## config.mk

```make
export PLATFORM = sky130hd
export DESIGN_NAME = branchUnit
export DESIGN_NICKNAME = d
export VERILOG_FILES = /design/src/hdl/branchPkg.sv /design/src/hdl/branchDecide.sv /design/src/hdl/branchUnit.sv /design/src/hdl/operandBypass.sv
export SDC_FILE = /design/constraint.sdc
export NUM_CORES = 1
export LEC_CHECK = 0
export BUFFER_PORTS_ARGS = -buffer_cell sky130_fd_sc_hd__buf_2
export CELL_PAD_IN_SITES_DETAIL_PLACEMENT = 2
export CELL_PAD_IN_SITES_GLOBAL_PLACEMENT = 2
export CORE_AREA = 2 2 180 129
export CTS_CLUSTER_SIZE = 20
export DETAILED_ROUTE_END_ITERATION = 10
export DIE_AREA = 0 0 182 131
export HOLD_SLACK_MARGIN = 0.08
export PLACE_DENSITY_LB_ADDON = 0.08
export SLEW_MARGIN = 5
export SYNTH_ARGS = -nofsm -noshare
export SYNTH_HDL_FRONTEND = slang
export SYNTH_HIERARCHICAL = 1
export SYNTH_SLANG_ARGS = --single-unit
```

## constraint.sdc

```tcl
create_clock -name clk -period 7.8 [get_ports clk]
set_input_delay 0.78 -clock clk [delete_from_list [all_inputs] [get_ports clk]]
set_output_delay 0.78 -clock clk [all_outputs]
set_load 0.01 [all_outputs]
```

## src/hdl/branchPkg.sv

```systemverilog
package branchPkg;

    // Machine word width of the RV32I datapath
    localparam int DATA_WIDTH = 32;

    // Architectural register index, x0 through x31
    typedef logic [4:0] regName_t;

    // x0 is hardwired to zero, so no stage may forward into it
    localparam regName_t ZERO_REG = 5'd0;

    // Branch condition, encoded as the funct3 field of the B-type instruction.
    // Codes 2 and 3 are unused by the ISA and resolve to not taken.
    typedef enum logic [2:0] {
        BEQ  = 3'b000,
        BNE  = 3'b001,
        BLT  = 3'b100,
        BGE  = 3'b101,
        BLTU = 3'b110,
        BGEU = 3'b111
    } branchCond_t;

    // One later pipeline stage seen as a forwarding source
    typedef struct packed {
        logic                    regWrite;
        regName_t                rd;
        logic [DATA_WIDTH-1:0]   result;
    } fwdSource_t;

    // Branch request as produced by the decoder
    typedef struct packed {
        logic                    branch;
        branchCond_t             cond;
        logic [DATA_WIDTH-1:0]   pc;
        logic [DATA_WIDTH-1:0]   imm;
    } branchReq_t;

    // Redirect handed back to the fetch stage
    typedef struct packed {
        logic                    taken;
        logic [DATA_WIDTH-1:0]   target;
    } redirect_t;

endpackage

```

## src/hdl/branchDecide.sv

```systemverilog
module branchDecide (
    input  logic                                 clk,
    input  logic                                 rst,
    input  branchPkg::branchReq_t                req,
    input  logic [branchPkg::DATA_WIDTH-1:0]     opA,
    input  logic [branchPkg::DATA_WIDTH-1:0]     opB,
    output branchPkg::redirect_t                 redirect
);

    import branchPkg::*;

    // Raw comparison results
    logic                     isEqual;
    logic                     ltSigned;
    logic                     ltUnsigned;

    // Outcome of the selected condition, before the branch flag
    logic                     condTrue;

    // Next-state values for the redirect register
    logic                     takenNext;
    logic [DATA_WIDTH-1:0]    targetNext;

    // Equality is shared by BEQ and BNE
    assign isEqual = (opA == opB);

    // Two's complement order for BLT and BGE
    assign ltSigned = ($signed(opA) < $signed(opB));

    // Plain bit-pattern order for BLTU and BGEU
    assign ltUnsigned = (opA < opB);

    // Each greater-or-equal case is the inverse of its less-than partner
    always_comb begin
        case (req.cond)
            BEQ:     condTrue = isEqual;
            BNE:     condTrue = !isEqual;
            BLT:     condTrue = ltSigned;
            BGE:     condTrue = !ltSigned;
            BLTU:    condTrue = ltUnsigned;
            BGEU:    condTrue = !ltUnsigned;
            // funct3 values 2 and 3 are not branches
            default: condTrue = 1'b0;
        endcase
    end

    assign takenNext = req.branch && condTrue;

    // PC-relative target, wraps modulo 2^32
    assign targetNext = req.pc + req.imm;

    // One cycle of latency from request to redirect
    always_ff @(posedge clk) begin
        if (rst) begin
            redirect <= '0;
        end
        else begin
            redirect.taken <= takenNext;
            // Hold the last target while no branch is in decode
            if (req.branch) begin
                redirect.target <= targetNext;
            end
        end
    end

endmodule

```

## src/hdl/branchUnit.sv

```systemverilog
module branchUnit (
    input  logic                                 clk,
    input  logic                                 rst,

    // Branch request from decode
    input  branchPkg::branchReq_t                req,

    // Source register names and their register-file values
    input  branchPkg::regName_t                  rs1,
    input  branchPkg::regName_t                  rs2,
    input  logic [branchPkg::DATA_WIDTH-1:0]     read1,
    input  logic [branchPkg::DATA_WIDTH-1:0]     read2,

    // Results still in flight in later stages
    input  branchPkg::fwdSource_t                exFwd,
    input  branchPkg::fwdSource_t                memFwd,

    output branchPkg::redirect_t                 redirect
);

    import branchPkg::*;

    // Forwarded operands feeding the comparator
    logic [DATA_WIDTH-1:0]    opA;
    logic [DATA_WIDTH-1:0]    opB;

    // rs1 path
    operandBypass u_bypassA (
        .src     (rs1),
        .regVal  (read1),
        .exFwd   (exFwd),
        .memFwd  (memFwd),
        .operand (opA)
    );

    // rs2 path
    operandBypass u_bypassB (
        .src     (rs2),
        .regVal  (read2),
        .exFwd   (exFwd),
        .memFwd  (memFwd),
        .operand (opB)
    );

    // Condition check, target add and the redirect register
    branchDecide u_decide (
        .clk      (clk),
        .rst      (rst),
        .req      (req),
        .opA      (opA),
        .opB      (opB),
        .redirect (redirect)
    );

endmodule

```

## src/hdl/operandBypass.sv

```systemverilog
module operandBypass (
    input  branchPkg::regName_t                  src,
    input  logic [branchPkg::DATA_WIDTH-1:0]     regVal,
    input  branchPkg::fwdSource_t                exFwd,
    input  branchPkg::fwdSource_t                memFwd,
    output logic [branchPkg::DATA_WIDTH-1:0]     operand
);

    import branchPkg::*;

    // Which value ends up on the operand
    typedef enum logic [1:0] {
        SEL_REG = 2'd0,
        SEL_EX  = 2'd1,
        SEL_MEM = 2'd2
    } bypassSel_t;

    logic        exMatch;
    logic        memMatch;
    bypassSel_t  sel;

    // A stage hits when it writes, targets a real register and names our source
    assign exMatch  = exFwd.regWrite
                   && (exFwd.rd != ZERO_REG)
                   && (exFwd.rd == src);

    assign memMatch = memFwd.regWrite
                   && (memFwd.rd != ZERO_REG)
                   && (memFwd.rd == src);

    // Youngest producer wins, so execute takes priority over memory
    always_comb begin
        if (exMatch) begin
            sel = SEL_EX;
        end
        else if (memMatch) begin
            sel = SEL_MEM;
        end
        else begin
            sel = SEL_REG;
        end
    end

    always_comb begin
        case (sel)
            SEL_EX:  operand = exFwd.result;
            SEL_MEM: operand = memFwd.result;
            default: operand = regVal;
        endcase
    end

endmodule

```

* After elaboration in Yosys (flattened, before gate mapping) *
Index checks and enable logic that the tools add are counted.

cells by class
  reductions and logical operators = 13
  order comparisons = 2
  $add $sub $neg = 1
  shifts and indexed selects = 0
  multiply operators = 0
  eq/ne operators = 14
  div/mod/pow operators = 0
  mux-type cells = 7
  bitwise logic cells = 0

operator list
  kind                                                                    number
  32-bit case mux with 2 select lines                                     2
  32-bit < comparator                                                     2
  32-bit adder                                                            1
  32-bit equality test                                                    1
  5-bit equality test                                                     4
  3-bit equality test (second input constant)                             4
  5-bit nonzero test                                                      2
  2-bit 2-to-1 mux                                                        4
  1-bit logical AND                                                       7
  1-bit case mux with 6 select lines                                      1
  2-bit by 1-bit equality test with 1-bit output (second input constant)  2
  2-bit equality test (second input constant)                             2
  3-bit by 1-bit equality test with 1-bit output (second input constant)  1
  1-bit logical NOT                                                       3
  3-bit logical NOT                                                       1

word-level totals
  bits in writable memories = 0
  input port bits = 220
  ROM bits = 0
  flip-flop bits (word level) = 33
  memories kept = 0
  latch bits = 0

* Longest topological paths before layout *
  depth after elaboration = 11
  depth in mapped cells = 16
  gate-level depth less buffers = 14

* By module *
The synthesis kept the hierarchy.

by module, submodules not included
  module         cells an instance  sequential area each (µm²)  instances  area an instance (µm²)
  branchDecide   468                660.6                       1          3727.3
  operandBypass  180                0.0                         2          1520.2

* Least setup slack after synthesis *
Ideal clock, no wire load.

  path type = input -> register
  start = input port exFwd[32] (netlist name)
  end = register u_decide/redirect[32] (netlist name)
  stages = 13
  required time = 7.684 ns
  path buffers = 1
  setup slack = 4.098 ns
  arrival time = 3.587 ns
  cell sequence = or4_1 > a21oi_2 > clkbuf_1 > nor4_1 > a31oi_2 > inv_1 > ha_1 > nand4_1 > or3_1 > nor4_1 > xnor2_1 > nor4_1 > a31o_1

between the ends
  word-level cells in the longest chain between the ends = 10
  elaborated cells on any way between the ends = 22
  classes of those cells = 2 x order compare; 7 x eq/ne; 5 x mux; 8 x reduce/logical

RTL lines
  element                                                                                line                                                        source
  from (decl)                                                                            branchUnit.sv:15                                            input branchPkg::fwdSource_t exFwd,
  5-bit nonzero test                                                                     operandBypass.sv:24                                         && (exFwd.rd != ZERO_REG)
  1-bit logical AND                                                                      operandBypass.sv:24
  1-bit logical AND (*)                                                                  operandBypass.sv:25                                         && (exFwd.rd == src);
  2-bit 2-to-1 mux (*)                                                                   operandBypass.sv:33                                         if (exMatch) begin
  2-bit equality test or 2-bit by 1-bit equality test with 1-bit output (tied branches)  operandBypass.sv:45                                         case (sel)
  32-bit case mux with 2 select lines (*)                                                operandBypass.sv:45
  via opB[30]                                                                            branchUnit.sv:25                                            logic [DATA_WIDTH-1:0] opB;
  32-bit < comparator, or another cell as far along                                      branchDecide.sv:31                                          assign ltUnsigned = (opA < opB);
  1-bit logical NOT, on equally long branches                                            branchDecide.sv:41, branchDecide.sv:37, branchDecide.sv:39
  1-bit case mux with 6 select lines (*)                                                 branchDecide.sv:35                                          case (req.cond)
  1-bit logical AND (*)                                                                  branchDecide.sv:47                                          assign takenNext = req.branch && condTrue;

The timed path passes the listed nets; every way through them passes the cells marked *.
A chain may end at the register's enable or synchronous reset.

* Final worst setup path *
  start = input port exFwd[32] (netlist name)
  end = register u_decide/redirect[32] (netlist name)

between the ends
  word-level cells in the longest chain between the ends = 10
  elaborated cells on any way between the ends = 22
  classes of those cells = 2 x order compare; 7 x eq/ne; 5 x mux; 8 x reduce/logical

RTL lines
  element                                                                                line                                                        source
  5-bit nonzero test                                                                     operandBypass.sv:24
  1-bit logical AND                                                                      operandBypass.sv:24
  1-bit logical AND (*)                                                                  operandBypass.sv:25
  2-bit 2-to-1 mux (*)                                                                   operandBypass.sv:33
  2-bit equality test or 2-bit by 1-bit equality test with 1-bit output (tied branches)  operandBypass.sv:45
  32-bit case mux with 2 select lines (*)                                                operandBypass.sv:45
  via opA[31]                                                                            branchUnit.sv:24                                            logic [DATA_WIDTH-1:0] opA;
  32-bit < comparator, or another cell as far along                                      branchDecide.sv:31
  1-bit logical NOT, on equally long branches                                            branchDecide.sv:41, branchDecide.sv:37, branchDecide.sv:39
  1-bit case mux with 6 select lines (*)                                                 branchDecide.sv:35
  1-bit logical AND (*)                                                                  branchDecide.sv:47

Marked as above.

==> summary.md <==
| Metric | Value |
|---|---|
| Status | `finished, final reports clean` |
| FF-to-FF path depth | `3` |
| Full die area | `0.0238 mm^2` |
| Post-route insts no fill | `1,313` |
| Reg2reg start | `u_decide/redirect[31]` |
| Total GRT Usage | `0.233` |
| Leak Pwr | `3.43 nW` |
| Largest register FFs | `33` |
| # setup viols final | `0` |
| Worst hold path class | `reg -> reg` |
| Max Root-Sink Buffers | `2` |
| DPL Wire Length | `21,300 um` |
| Vias in the first global route | `7,696` |
| Max Slew Vio Count | `0` |
| Slowest CP cell | `or3_2` |
| Distinct cells, synth | `70` |
| WHS | `0.462 ns` |
| Post-layout minimum cycle time | `4.66 ns` |
| First-pass GRT wire length | `44,500 um` |
| Routed WL | `28,500 um` |
| Final nets | `1,308` |
| Min-delay src | `u_decide/redirect[29]` |
| Synth Flop Type | `dfxtp_1` |
| Family with the most delay on the worst path | `simple AND/OR/NAND/NOR gates` |
| Num rows | `46` |
| CTS tree | `done` |
| Most frequent cells in the layout | `252 x buf_2, 66 x o31ai_1, 66 x nor4_1, 63 x ha_1, 58 x a31oi_2` |
| DRC Markers | `0` |
| Post-Synthesis Cells | `828` |
| Pre-antenna DRT Iters | `5` |
| CP Launch Point | `exFwd[32]` |
| Syn Nets | `1,112` |
| Tightest Pin Transition | `1.04 ns` |
| Hold path cells | `2` |
| Pwr/cell area | `113 mW/mm^2` |
| Antenna Nets Post-Route | `0` |
| Arr. time, crit path | `4.84 ns` |
| Setup_tns | `0 ns` |
| Layout cells sized above 1 | `0.361` |
| Routed via count | `7,502` |
| Core Area | `0.0222 mm^2` |
| Number of antenna diodes | `0` |
| RSZ-0062 raised after global routing | `no` |
| Critical path, cell by cell | `buf_2, or4_1, a21oi_4, buf_4, or3_2, a31oi_1, ha_1, nand4_1, or3_1, nor4_1, xnor2_1, nor4_1, a31o_1` |
| Placed Cells | `1,305` |
| Initial Util | `0.305` |
| Slew HR | `0.305` |
| Reg2reg setup slack | `6.96 ns` |
| Crit-path max FO | `33` |
| Part of the Yosys area used for sequential elements | `0.0976` |
| Setup CP Type | `in -> reg` |
| Clk_lat worst skew | `0.28 ns` |
| Num CTS Buffers | `5` |
| Initial antenna violation count | `0` |
| Ys async rst share | `0` |
| WL per Instance | `21.7 um` |
| Gr ovfl total | `0` |
| Cts-stage hold buffer count | `0` |
| Worst setup margin | `3.14 ns` |
| Yosys warnings | `6` |
| DIE WIDTH | `182 um` |
| Crit-path max cell delay | `0.86 ns` |
| Top reg by flops | `u_decide/redirect` |
| Startpoint Class | `input pin` |
| Flops & latches, synth | `33` |
| CP Buf/Inv Count | `2` |
| Die height | `131 um` |
| Vias per cell | `5.71` |
| Tcrit/Tclk final | `0.598` |
| Maximum clock frequency | `214 MHz` |
| CTS Root Buffer Type | `clkbuf_16` |
| Port Buffers | `252` |
| Worst Hold Path EP | `u_decide/redirect[29]` |
| Post-synth EDFFs | `0` |
| VDD IR max | `0.0715 mV` |
| Pre-CTS setup slack | `2.83 ns` |
| CTS resizes | `0` |
| Critical Path RT | `7.98 ns` |
| Postcts setup bufs | `0` |
| Biggest regs | `u_decide/redirect: 33 flops` |
| Initial DRC count | `403` |
| Area delta synth->final | `20.9%` |
| Worst reg2reg path endpoint | `u_decide/redirect[31]` |
| Most common cell after layout, fill and taps aside | `buf_2` |
| Clock Sink Count | `33` |
| Most common cell on crit path | `nor4_1` |
| Pin count of the biggest net entering global routing | `65` |
| Gpl congestion | `0.798` |
| Skew final | `0 ns` |
| Worst Setup End Kind | `flop` |
| H-Tree Depth | `2` |
| Clock-pin slew on the worst setup and hold paths | `0.06 ns` |
| IO Pins | `253` |
| Post-Syn Area | `0.00677 mm^2` |
| Final hold violation count | `0` |
| Avg Cell Area, Syn | `8.17 um^2` |
| Maxcap violations | `0` |
-- metal layers --
metal / GRT usage / up-vias / share of wire
met5: 0 / - / 0
met1: 0.361 / 3599 / 0.53
met3: 0.0297 / 12 / 0.047
met2: 0.350 / 218 / 0.41
li1: - / 3673 / -
met4: 0.0261 / 0 / 0.0065
-- kinds of logic (layout without fill, tap and decap cells) --
family / count (synthesis) / count (layout) / share of synthesized area
buf+inv: 119 / 316 / 0.0960
simple gates: 280 / 280 / 0.270
flops: 33 / 33 / 0.0976
compound gates: 275 / 275 / 0.340
mux: 15 / 15 / 0.0222
xor+xnor: 42 / 42 / 0.0544
fa+ha+maj: 64 / 64 / 0.119
-- worst max-delay path by stage --
| stage | to | cells past startpoint |
|---|---|---|
| 2_1_floorplan | u_decide/redirect[32] | 13 |
| 3_3_place_gp | u_decide/redirect[32] | 16 |
| 3_5_place_dp | u_decide/redirect[32] | 13 |
| 4_1_cts | u_decide/redirect[32] | 13 |
| 5_1_grt | u_decide/redirect[32] | 13 |
| 6_report | u_decide/redirect[32] | 13 |
-- per-stage QoR --
step | cell area, um^2 | total power, mW | util
2_1_floorplan | 6770 | 0.531 | -
6_report | 8180 | 0.925 | 0.368
4_1_cts | 8180 | 0.935 | 0.368
3_3_place_gp | 8020 | 0.699 | 0.361
3_5_place_dp | 8020 | 0.709 | 0.361
5_1_grt | 8180 | 0.997 | 0.368
-- worst min-delay path, stage by stage, from the launching register on --
cell	delay [ns]
dfxtp_1	0.31
nand2_1	0.05
o21ai_1	0.05
-- synthesized netlist by cell type, types with 33 or more instances --
library cell,n,area share
nand2_1,36,0.020
a21oi_1,35,0.026
xnor2_1,33,0.043
dfxtp_1,33,0.098
o31ai_1,66,0.073
nor4_1,66,0.061
or4b_1,51,0.075
a31oi_2,58,0.11
nor2_1,44,0.024
ha_1,63,0.12
inv_1,43,0.024
clkbuf_1,37,0.021
-- layout make-up --
type | instances | area [um^2]
Multi-Input combinational cell | 676 | 5480
Sequential cell | 33 | 661
Inverter | 43 | 161
Clock buffer | 7 | 153
Timing Repair Buffer | 265 | 1360
Fill cell | 2649 | 14000
Clock inverter | 1 | 5.00
Tap cell | 288 | 360
-- report_power, final --
group | switching [mW] | internal, mW
registers | 0.0102 | 0.187
clock network | 0.0820 | 0.135
logic | 0.307 | 0.203
total | 0.400 | 0.526
Note: power is estimated with default switching activity, not from simulation.
